**src/common/exe_pkg.sv**
```systemverilog
package exe_pkg;

    typedef enum logic [3:0] {
        alu_add, alu_sub, alu_slt, alu_sltu,
        alu_and, alu_nor, alu_or,  alu_xor,
        alu_sll, alu_srl, alu_sra, alu_lui
    } alu_op_e;

    typedef enum logic [1:0] {
        src1_rs,
        src1_sa,    // imm[10:6]
        src1_pc
    } src1_sel_e;

    typedef enum logic [1:0] {
        src2_rt,
        src2_simm,
        src2_zimm,
        src2_8      // link address offset
    } src2_sel_e;

    typedef enum logic [3:0] {
        mem_none,
        mem_lb, mem_lbu, mem_lh, mem_lhu, mem_lw,
        mem_sb, mem_sh, mem_sw
    } mem_op_e;

    typedef enum logic [2:0] {
        hilo_none,
        hilo_mult, hilo_multu,
        hilo_mthi, hilo_mtlo,
        hilo_mfhi, hilo_mflo
    } hilo_op_e;

    typedef enum logic [4:0] {
        exc_none = 5'd0,
        exc_adel = 5'd4,
        exc_ades = 5'd5,
        exc_ov   = 5'd12
    } exccode_e;

    typedef enum logic [1:0] {
        size_byte = 2'd0,
        size_half = 2'd1,
        size_word = 2'd2
    } size_e;

    // decoded instruction entering execute
    typedef struct packed {
        alu_op_e     alu_op;
        src1_sel_e   src1_sel;
        src2_sel_e   src2_sel;
        logic        ov_en;     // add, sub, addi
        mem_op_e     mem_op;
        hilo_op_e    hilo_op;
        logic        gr_we;
        logic [4:0]  dest;
        logic [15:0] imm;
        logic [31:0] rs_value;
        logic [31:0] rt_value;
        logic [31:0] pc;
    } exe_op_t;

    typedef struct packed {
        logic        ex;
        exccode_e    exccode;
        mem_op_e     mem_op;
        logic [31:0] mem_addr;
        size_e       mem_size;
        logic [3:0]  wstrb;
        logic [31:0] wdata;
        logic        gr_we;
        logic [4:0]  dest;
        logic [31:0] result;
        logic [31:0] pc;
    } exe_res_t;

    function automatic logic mem_is_store(mem_op_e op);
        return op inside {mem_sb, mem_sh, mem_sw};
    endfunction

endpackage

```
**src/design/stage_reg.sv**
```systemverilog
`timescale 1ns/1ps

module stage_reg #(
    parameter type payload_t = logic
) (
    input  logic     clk,
    input  logic     reset,
    input  logic     in_valid,
    input  payload_t in_payload,
    output logic     allowin,
    input  logic     ready_go,
    input  logic     next_allowin,
    output logic     valid,
    output payload_t payload
);

    // empty, or the current item leaves this cycle
    assign allowin = !valid || (ready_go && next_allowin);

    always_ff @(posedge clk) begin
        if (reset) begin
            valid <= 1'b0;
        end else if (allowin) begin
            valid <= in_valid;
        end
    end

    always_ff @(posedge clk) begin
        if (in_valid && allowin) begin
            payload <= in_payload;
        end
    end

endmodule

```
**src/alu/exe_alu.sv**
```systemverilog
`timescale 1ns/1ps

module exe_alu
    import exe_pkg::*;
(
    input  exe_op_t     op,
    output logic [31:0] src1,
    output logic [31:0] src2,
    output logic [31:0] alu_result,
    output logic        overflow
);

    logic [31:0] sum;
    logic [31:0] diff;
    logic        add_ov;
    logic        sub_ov;

    always_comb begin
        case (op.src1_sel)
            src1_sa: src1 = {27'd0, op.imm[10:6]};
            src1_pc: src1 = op.pc;
            default: src1 = op.rs_value;
        endcase
    end

    always_comb begin
        case (op.src2_sel)
            src2_simm: src2 = {{16{op.imm[15]}}, op.imm};
            src2_zimm: src2 = {16'd0, op.imm};
            src2_8:    src2 = 32'd8;
            default:   src2 = op.rt_value;
        endcase
    end

    assign sum  = src1 + src2;
    assign diff = src1 - src2;

    // operand signs agree but result sign differs
    assign add_ov = (src1[31] == src2[31]) && (sum[31] != src1[31]);
    assign sub_ov = (src1[31] != src2[31]) && (diff[31] != src1[31]);

    always_comb begin
        case (op.alu_op)
            alu_add:  alu_result = sum;
            alu_sub:  alu_result = diff;
            alu_slt:  alu_result = {31'd0, $signed(src1) < $signed(src2)};
            alu_sltu: alu_result = {31'd0, src1 < src2};
            alu_and:  alu_result = src1 & src2;
            alu_nor:  alu_result = ~(src1 | src2);
            alu_or:   alu_result = src1 | src2;
            alu_xor:  alu_result = src1 ^ src2;
            alu_sll:  alu_result = src2 << src1[4:0];
            alu_srl:  alu_result = src2 >> src1[4:0];
            alu_sra:  alu_result = $unsigned($signed(src2) >>> src1[4:0]);
            alu_lui:  alu_result = {src2[15:0], 16'd0};
            default:  alu_result = 32'd0;
        endcase
    end

    assign overflow = op.ov_en &&
                      ((op.alu_op == alu_add && add_ov) ||
                       (op.alu_op == alu_sub && sub_ov));

endmodule

```
**src/design/hilo_unit.sv**
```systemverilog
`timescale 1ns/1ps

module hilo_unit
    import exe_pkg::*;
(
    input  logic        clk,
    input  logic        reset,
    input  hilo_op_e    hilo_op,
    input  logic [31:0] src1,
    input  logic [31:0] src2,
    input  logic        write_en,
    output logic [31:0] rdata
);

    logic [31:0] hi;
    logic [31:0] lo;
    logic [63:0] mul_a;
    logic [63:0] mul_b;
    logic [63:0] product;

    // sign fill only for mult, low 64 bits of the product stay exact
    assign mul_a   = {{32{(hilo_op == hilo_mult) & src1[31]}}, src1};
    assign mul_b   = {{32{(hilo_op == hilo_mult) & src2[31]}}, src2};
    assign product = mul_a * mul_b;

    always_ff @(posedge clk) begin
        if (reset) begin
            hi <= 32'd0;
            lo <= 32'd0;
        end else if (write_en) begin
            case (hilo_op)
                hilo_mult, hilo_multu: begin
                    hi <= product[63:32];
                    lo <= product[31:0];
                end
                hilo_mthi: hi <= src1;
                hilo_mtlo: lo <= src1;
                default: ;
            endcase
        end
    end

    assign rdata = (hilo_op == hilo_mfhi) ? hi : lo;

endmodule

```
**src/design/mem_req_gen.sv**
```systemverilog
`timescale 1ns/1ps

module mem_req_gen
    import exe_pkg::*;
(
    input  mem_op_e     mem_op,
    input  logic [31:0] addr,
    input  logic [31:0] rt_value,
    output size_e       size,
    output logic [3:0]  wstrb,
    output logic [31:0] wdata,
    output logic        adel,
    output logic        ades
);

    logic [1:0] low;

    assign low = addr[1:0];

    always_comb begin
        case (mem_op)
            mem_lb, mem_lbu, mem_sb: size = size_byte;
            mem_lh, mem_lhu, mem_sh: size = size_half;
            default:                 size = size_word;
        endcase
    end

    always_comb begin
        wstrb = 4'b0000;    // loads write nothing
        wdata = rt_value;
        case (mem_op)
            mem_sb: begin
                wstrb = 4'b0001 << low;
                wdata = {4{rt_value[7:0]}};
            end
            mem_sh: begin
                wstrb = low[1] ? 4'b1100 : 4'b0011;
                wdata = {2{rt_value[15:0]}};
            end
            mem_sw: begin
                wstrb = 4'b1111;
            end
            default: ;
        endcase
    end

    // halfwords need bit 0 clear, words both bits
    always_comb begin
        adel = 1'b0;
        ades = 1'b0;
        case (mem_op)
            mem_lh, mem_lhu: adel = low[0];
            mem_lw:          adel = |low;
            mem_sh:          ades = low[0];
            mem_sw:          ades = |low;
            default: ;
        endcase
    end

endmodule

```
**src/design/exe_top.sv**
```systemverilog
`timescale 1ns/1ps

module exe_top
    import exe_pkg::*;
(
    input  logic        clk,
    input  logic        reset,
    input  logic        in_valid,
    output logic        in_ready,
    input  exe_op_t     in_op,
    output logic        out_valid,
    input  logic        out_ready,
    output exe_res_t    out_res,
    output logic        data_req,
    output logic        data_wr,
    output size_e       data_size,
    output logic [31:0] data_addr,
    output logic [3:0]  data_wstrb,
    output logic [31:0] data_wdata,
    input  logic        data_addr_ok
);

    logic        s1_valid;
    exe_op_t     s1_op;
    exe_res_t    s1_res;
    logic        s1_ex;
    exccode_e    s1_exccode;
    logic        s2_allowin;
    logic        s2_valid;
    logic        s2_ready_go;
    logic        s2_mem_access;
    logic [31:0] src1;
    logic [31:0] src2;
    logic [31:0] alu_result;
    logic        overflow;
    logic        hilo_we;
    logic [31:0] hilo_rdata;
    size_e       mem_size;
    logic [3:0]  wstrb;
    logic [31:0] wdata;
    logic        adel;
    logic        ades;

    stage_reg #(.payload_t(exe_op_t)) s1 (
        .clk          (clk),
        .reset        (reset),
        .in_valid     (in_valid),
        .in_payload   (in_op),
        .allowin      (in_ready),
        .ready_go     (1'b1),       // single cycle stage
        .next_allowin (s2_allowin),
        .valid        (s1_valid),
        .payload      (s1_op)
    );

    exe_alu u_alu (
        .op         (s1_op),
        .src1       (src1),
        .src2       (src2),
        .alu_result (alu_result),
        .overflow   (overflow)
    );

    // commit on the s1 -> s2 move so a later mfhi/mflo sees it
    assign hilo_we = s1_valid && s2_allowin && !s1_ex;

    hilo_unit u_hilo (
        .clk      (clk),
        .reset    (reset),
        .hilo_op  (s1_op.hilo_op),
        .src1     (src1),
        .src2     (src2),
        .write_en (hilo_we),
        .rdata    (hilo_rdata)
    );

    mem_req_gen u_mem_req (
        .mem_op   (s1_op.mem_op),
        .addr     (alu_result),
        .rt_value (s1_op.rt_value),
        .size     (mem_size),
        .wstrb    (wstrb),
        .wdata    (wdata),
        .adel     (adel),
        .ades     (ades)
    );

    assign s1_ex      = overflow || adel || ades;
    assign s1_exccode = overflow ? exc_ov :
                        adel     ? exc_adel :
                        ades     ? exc_ades : exc_none;

    always_comb begin
        s1_res.ex       = s1_ex;
        s1_res.exccode  = s1_exccode;
        s1_res.mem_op   = s1_op.mem_op;
        s1_res.mem_addr = alu_result;
        s1_res.mem_size = mem_size;
        s1_res.wstrb    = wstrb;
        s1_res.wdata    = wdata;
        s1_res.gr_we    = s1_op.gr_we;
        s1_res.dest     = s1_op.dest;
        s1_res.result   = (s1_op.hilo_op inside {hilo_mfhi, hilo_mflo}) ? hilo_rdata
                                                                        : alu_result;
        s1_res.pc       = s1_op.pc;
    end

    stage_reg #(.payload_t(exe_res_t)) s2 (
        .clk          (clk),
        .reset        (reset),
        .in_valid     (s1_valid),
        .in_payload   (s1_res),
        .allowin      (s2_allowin),
        .ready_go     (s2_ready_go),
        .next_allowin (out_ready),
        .valid        (s2_valid),
        .payload      (out_res)
    );

    // faulting accesses never reach memory
    assign s2_mem_access = (out_res.mem_op != mem_none) && !out_res.ex;
    assign s2_ready_go   = s2_mem_access ? data_addr_ok : 1'b1;
    assign out_valid     = s2_valid && s2_ready_go;

    assign data_req   = s2_valid && s2_mem_access && out_ready;
    assign data_wr    = mem_is_store(out_res.mem_op);
    assign data_size  = out_res.mem_size;
    assign data_addr  = out_res.mem_addr;
    assign data_wstrb = out_res.wstrb;
    assign data_wdata = out_res.wdata;

endmodule

```
**config.mk**
```make
export PLATFORM = sky130hd
export DESIGN_NAME = exe_top
export DESIGN_NICKNAME = d
export VERILOG_FILES = /design/src/common/exe_pkg.sv /design/src/design/stage_reg.sv /design/src/alu/exe_alu.sv /design/src/design/hilo_unit.sv /design/src/design/mem_req_gen.sv /design/src/design/exe_top.sv
export SDC_FILE = /design/constraint.sdc
export NUM_CORES = 2
export LEC_CHECK = 0
export BUFFER_PORTS_ARGS = -buffer_cell sky130_fd_sc_hd__buf_2
export CAP_MARGIN = 20
export CORE_MARGIN = 2
export CORE_UTILIZATION = 40
export DETAILED_ROUTE_END_ITERATION = 8
export PLACE_DENSITY = 0.61
export SKIP_LAST_GASP = 1
export SLEW_MARGIN = 20
export SYNTH_ARGS = -nofsm -noshare
export SYNTH_HDL_FRONTEND = slang
export SYNTH_SLANG_ARGS = --single-unit
```
**constraint.sdc**
```tcl
create_clock -name clk -period 25.8 [get_ports clk]
set_clock_uncertainty 0.05 [all_clocks]
set_input_delay 5.16 -clock clk [delete_from_list [all_inputs] [get_ports clk]]
set_output_delay 5.16 -clock clk [all_outputs]
set_load 0.02 [all_outputs]
```
Yosys cells after proc, flatten, opt, wreduce, memory -nomap -nowiden. Index checks and enable logic that the tools add are counted.

Muxes and demuxes: 15. Add/subtract/negate cells: 2. Magnitude comparators: 2. $mul: 1. Eq/ne operators: 37. Shifts and indexed selects: 4. Reductions and logical operators: 36. Bitwise operators: 6. Div/mod/pow operators: 0.

Operators with widths (number): $pmux W32 S12 (1); $pmux W32 S2 (4); $pmux W32 S3 (1); $lt A32 B32 Y1 (2); $mul A33 B33 Y64 (1); $mux W32 (2); $eq A4 B3 Y1 const B (10); $add A32 B32 Y32 (1); $and A32 B32 Y32 (1); $not A32 Y32 (1); $or A32 B32 Y32 (1); $shl A32 B5 Y32 (1); $shr A32 B5 Y32 (1); $sshr A32 B5 Y32 (1); $sub A32 B32 Y32 (1); $xor A32 B32 Y32 (1); $eq A4 B4 Y1 const B (6); $eq A4 B2 Y1 const B (4); $logic_and A1 B1 Y1 (13); $pmux W4 S3 (1); $eq A3 B3 Y1 const B (3); $eq A4 B1 Y1 const B (2); $reduce_or A2 Y1 (4); $eq A2 B2 Y1 const B (3); 20 further kinds (37).

Memories: 0. Register bits: 350. Word-level logic and storage cells: 131. Memory bits (read-only): 0. Bits in latches: 0. Bits in writable memories: 0.

Logic depth before layout (Yosys ltp).
Depth after elaboration: 13. Mapped depth: 41.

Modules after synthesis. Synthesis repeated with hierarchy kept, for this count alone.

Cell total of the unflattened synthesis: 6796. Area total of the unflattened synthesis: 62114.6 µm².

By module, submodules not included: hilo_unit (cells each 4659, area an instance 41310.9 µm², instances 1, sequential area each 1281.2 µm²); exe_alu (cells each 1650, area an instance 10440.0 µm², instances 1, sequential area each 0.0 µm²); stage_reg at s2 (cells each 155, area an instance 4559.4 µm², instances 1, sequential area each 4524.3 µm²); stage_reg at s1 (cells each 139, area an instance 4078.9 µm², instances 1, sequential area each 4043.9 µm²); exe_top (cells each 123, area an instance 1127.3 µm², instances 1, sequential area each 0.0 µm²); mem_req_gen (cells each 70, area an instance 598.1 µm², instances 1, sequential area each 0.0 µm²).

Least setup slack after synthesis. OpenSTA, ideal clock, no wires.

Kind: in2reg. Start point: input data_addr_ok. End point: register u_hilo.hi[10]. Path buffers: 1. Data arrival time: 13295 ps. Setup time: 70 ps. Stages: 8. Path slack: 12384 ps. Cells stage by stage: nor3_1 -> o21ai_0 -> inv_1 -> nor2_1 -> nand4_4 -> buf_6 -> a211o_1 -> a21oi_1.

Longest elaborated chain between the ends: 6.

RTL lines: start: declaration (RTL line exe_top.sv:20) `input logic data_addr_ok`; $mux W1 (RTL line exe_top.sv:122) `assign s2_ready_go = s2_mem_access ? data_addr_ok : 1'b1;`; $logic_and A1 B1 Y1 (RTL line stage_reg.sv:18) `assign allowin = !valid || (ready_go && next_allowin);`; $logic_or A1 B1 Y1 (RTL line stage_reg.sv:18); $logic_and A1 B1 Y1 (2 in a row) (RTL line exe_top.sv:65) `assign hilo_we = s1_valid && s2_allowin && !s1_ex;`; $reduce_and A2 Y1 (no source line); end signal: assignment (RTL line hilo_unit.sv:33) `hi <= product[63:32];`; end signal: assignment (RTL line hilo_unit.sv:36) `hilo_mthi: hi <= src1;`; end: declaration (RTL line hilo_unit.sv:15) `logic [31:0] hi;`.

No other way between the ends. A chain may end at the register's enable or synchronous reset.

Worst setup path after layout.
Start point: register s1.payload[129] in the netlist's numbering. End point: register u_hilo.hi[31].

Longest elaborated chain between the ends: 13.

RTL lines: start: declaration (RTL line stage_reg.sv:14) `output payload_t payload`; start signal: assignment (RTL line stage_reg.sv:30) `payload <= in_payload;`; $eq A2 B2 Y1 / $eq A2 B1 Y1 (equally long branches) (RTL line exe_alu.sv:19) `case (op.src1_sel)`; $pmux W32 S2 * (RTL line exe_alu.sv:19); branches (longest 11 deep; another with $mul A33 B33 Y64).

Mark *: on every way between the ends.

==> reports/qor.yml <==
floorplanning:
  initial_core_util_pct: 40.3
  fp.dieW_um: 393
  fp.coreArea_um2: 150000
  rows: 142
  design.die.area_um2: 154000
  ioPinCount: 363
  die_h_um: 393
global_route:
  grt_pass1_vias: 53300
  grtUsageTotal_pct: 33.5
  grt_max_degree: 67
  grt_pass1_wl_um: 370000
  antenna_found_initial: 18
  grt_overflow_total: 0
timing:
  finalHoldViolations: 0
  max-slew-margin-rel_pct: 22.8
  fmax_ghz: 0.0867
  finalSetupViolCount: 0
  slew_viol_final: 0
  finalCritPeriodShare_pct: 44.7
  layout_min_cycle_time_ps: 11540
  setup_tns_ps: 0
  fin_ws_ps: 14260
  rsz0062_at_grt: "false"
  worst_pin_slew_ps: 1160
logic_synthesis:
  ys_types: 97
  yosysMostFrequentCell: "fa_1"
  async_flop_share_pct: 0
  synthTopCellsByCount: "fa_1 (1127), inv_1 (1120), nand2_1 (954)"
  yosysTopAreaCell: "fa_1"
  netlist_top_cells_area: "fa_1 (37%), edfxtp_1 (14%), inv_1 (7.0%)"
  synth_top_flop_cell: "edfxtp_1"
  syn_inst: 6696
  syn_area_um2: 60400
  ys_seq_area_share_pct: 16.2
  yosysWarnings: 0
  synth_seq_cells: 348
  synth_edf_count: 282
  synth_top_area_share_pct: 37.4
  syn_avg_cell_area_um2: 9.02
clocking:
  clk_pin_slew_ps: 60
  cts.repair.resized: 0
  numCtsBuffers: 42
  post-cts-setup-buffers: 0
  clockBufferDepth: 3
  cts_sinks: 348
  cts_tree: "done"
  cts-root-buf: "clkbuf_16"
  cts-hold-fix-buffers: 0
  clkLatencyLatePin_ps: 650
  htreeDepth: 2
critical_path:
  endpoint_kind: "register"
  critPathKind: "reg -> reg"
  max_stage_delay_ps: 740
  path_max_fanout: 54
  cp-start-kind: "register"
  crit_required_ps: 26290
  cpMaxStageDelayCell: "nor2_2"
  cp_top_family: "adder cells"
  worstPathArrival_ps: 12030
  critPathBufInv: 10
  cpMostUsedCell: "fa_1"
route:
  drc: 0
  drt_iter0_markers: 5774
  vias: 51400
  wl_per_cell_um: 28.9
  vias_per_cell: 5.82
  drtAntennaViolNets: 0
  drt_wl_total_um: 256000
  drt_pass1_iterations: 6
placed_design:
  globalplace.congestion: 1.03
  io_buffer_count: 360
  place_hpwl_um: 198000
  dp_slack_ps: 14300
status:
  outcome: "finished clean"
cells_and_area:
  regArea_um2: 9790
  final_nets: 8361
  nFillCells: 14700
  drive_above_1_share_pct: 11.1
  area_growth_pct: 8.50
  multi_input_area_um2: 44300
flow_run:
  maxCapViolCount: 0
min_path:
  min_path_type: "reg -> reg"
per-layer routing:
metal,vias up,wire length (µm),track usage [%]
met5,-,103,0
met4,14,19200,21.0
met3,759,29600,9.40
met2,3264,111000,50.9
met1,26100,95500,42.0
li1,21300,-,-
logic make-up (layout without fill, tap and decap cells):
group,Yosys count,count (layout),share of synthesized area [%]
buffers and inverters,1644,1765,10.9
AND/OR/NAND/NOR,1936,1936,13.1
adder cells (fa/ha/maj),1438,1438,43.8
flip-flops,348,348,16.2
XOR/XNOR,77,77,1.12
multiplexers,201,201,3.44
other,1,6,0.00621
AO/OA/AOI/OAI,1051,1051,11.5
registers in the layout (all words and copies together), names as in the netlist:
name / flops
u_hilo.hi: 32
s1.valid: 1
s1.payload: 134
s2.valid: 1
s2.payload: 148
u_hilo.lo: 32
placed cells by master, fill, tap and decap left out, types with 18 or more instances in the layout:
cell	n
inv_1	1117
xor2_1	27
a21o_1	57
fa_1	1126
o21ai_2	24
inv_2	22
buf_4	173
o21bai_1	33
a211oi_1	56
mux2i_1	168
o221ai_1	18
o22ai_1	28
a21oi_1	237
a221o_1	18
dfxtp_1	66
ha_1	310
buf_2	360
mux2_2	30
edfxtp_1	282
o21ai_0	225
nor3_1	40
a31oi_1	49
a211o_1	34
nor2b_1	27
nor2_1	714
nand2_1	954
o211ai_1	58
nand3_1	50
o21a_1	31
nand2b_1	30
and2_1	19
xnor2_1	50
a221oi_1	21
clkbuf_16	43
stage by stage:
step	instance area, µm²	util [%]	instances	hold WS [ps]
floorplan	60400	-	6697	350
global placement	64000	42.8	8755	350
detailed placement	64100	42.8	8756	355
CTS	65500	43.7	8834	371
global route	65500	43.7	8834	376
finish	65500	43.7	8838	369
area by class of cell:
type	instances	area share [%]
flip-flops and latches	348	14.9
diodes	4	0.0153
clock inverters	29	0.489
multi-input cells	4705	67.6
repair buffers	534	4.76
well taps	2016	3.85
clock buffers	49	1.71
inverters	1153	6.61
final timing paths:
path                         from             end  slack, ps  cells after the start
hold / removal    s1.payload[117]  s2.payload[69]        370                      0
setup / recovery  s1.payload[129]   u_hilo.hi[31]      14260                     36
setup reg to reg  s1.payload[129]   u_hilo.hi[31]      14260                     36
hold reg to reg   s1.payload[117]  s2.payload[69]        370                      0
Power is left out: the tool's default activity adds up to more than one toggle a clock period on the data nets, which glitch-free logic cannot reach.
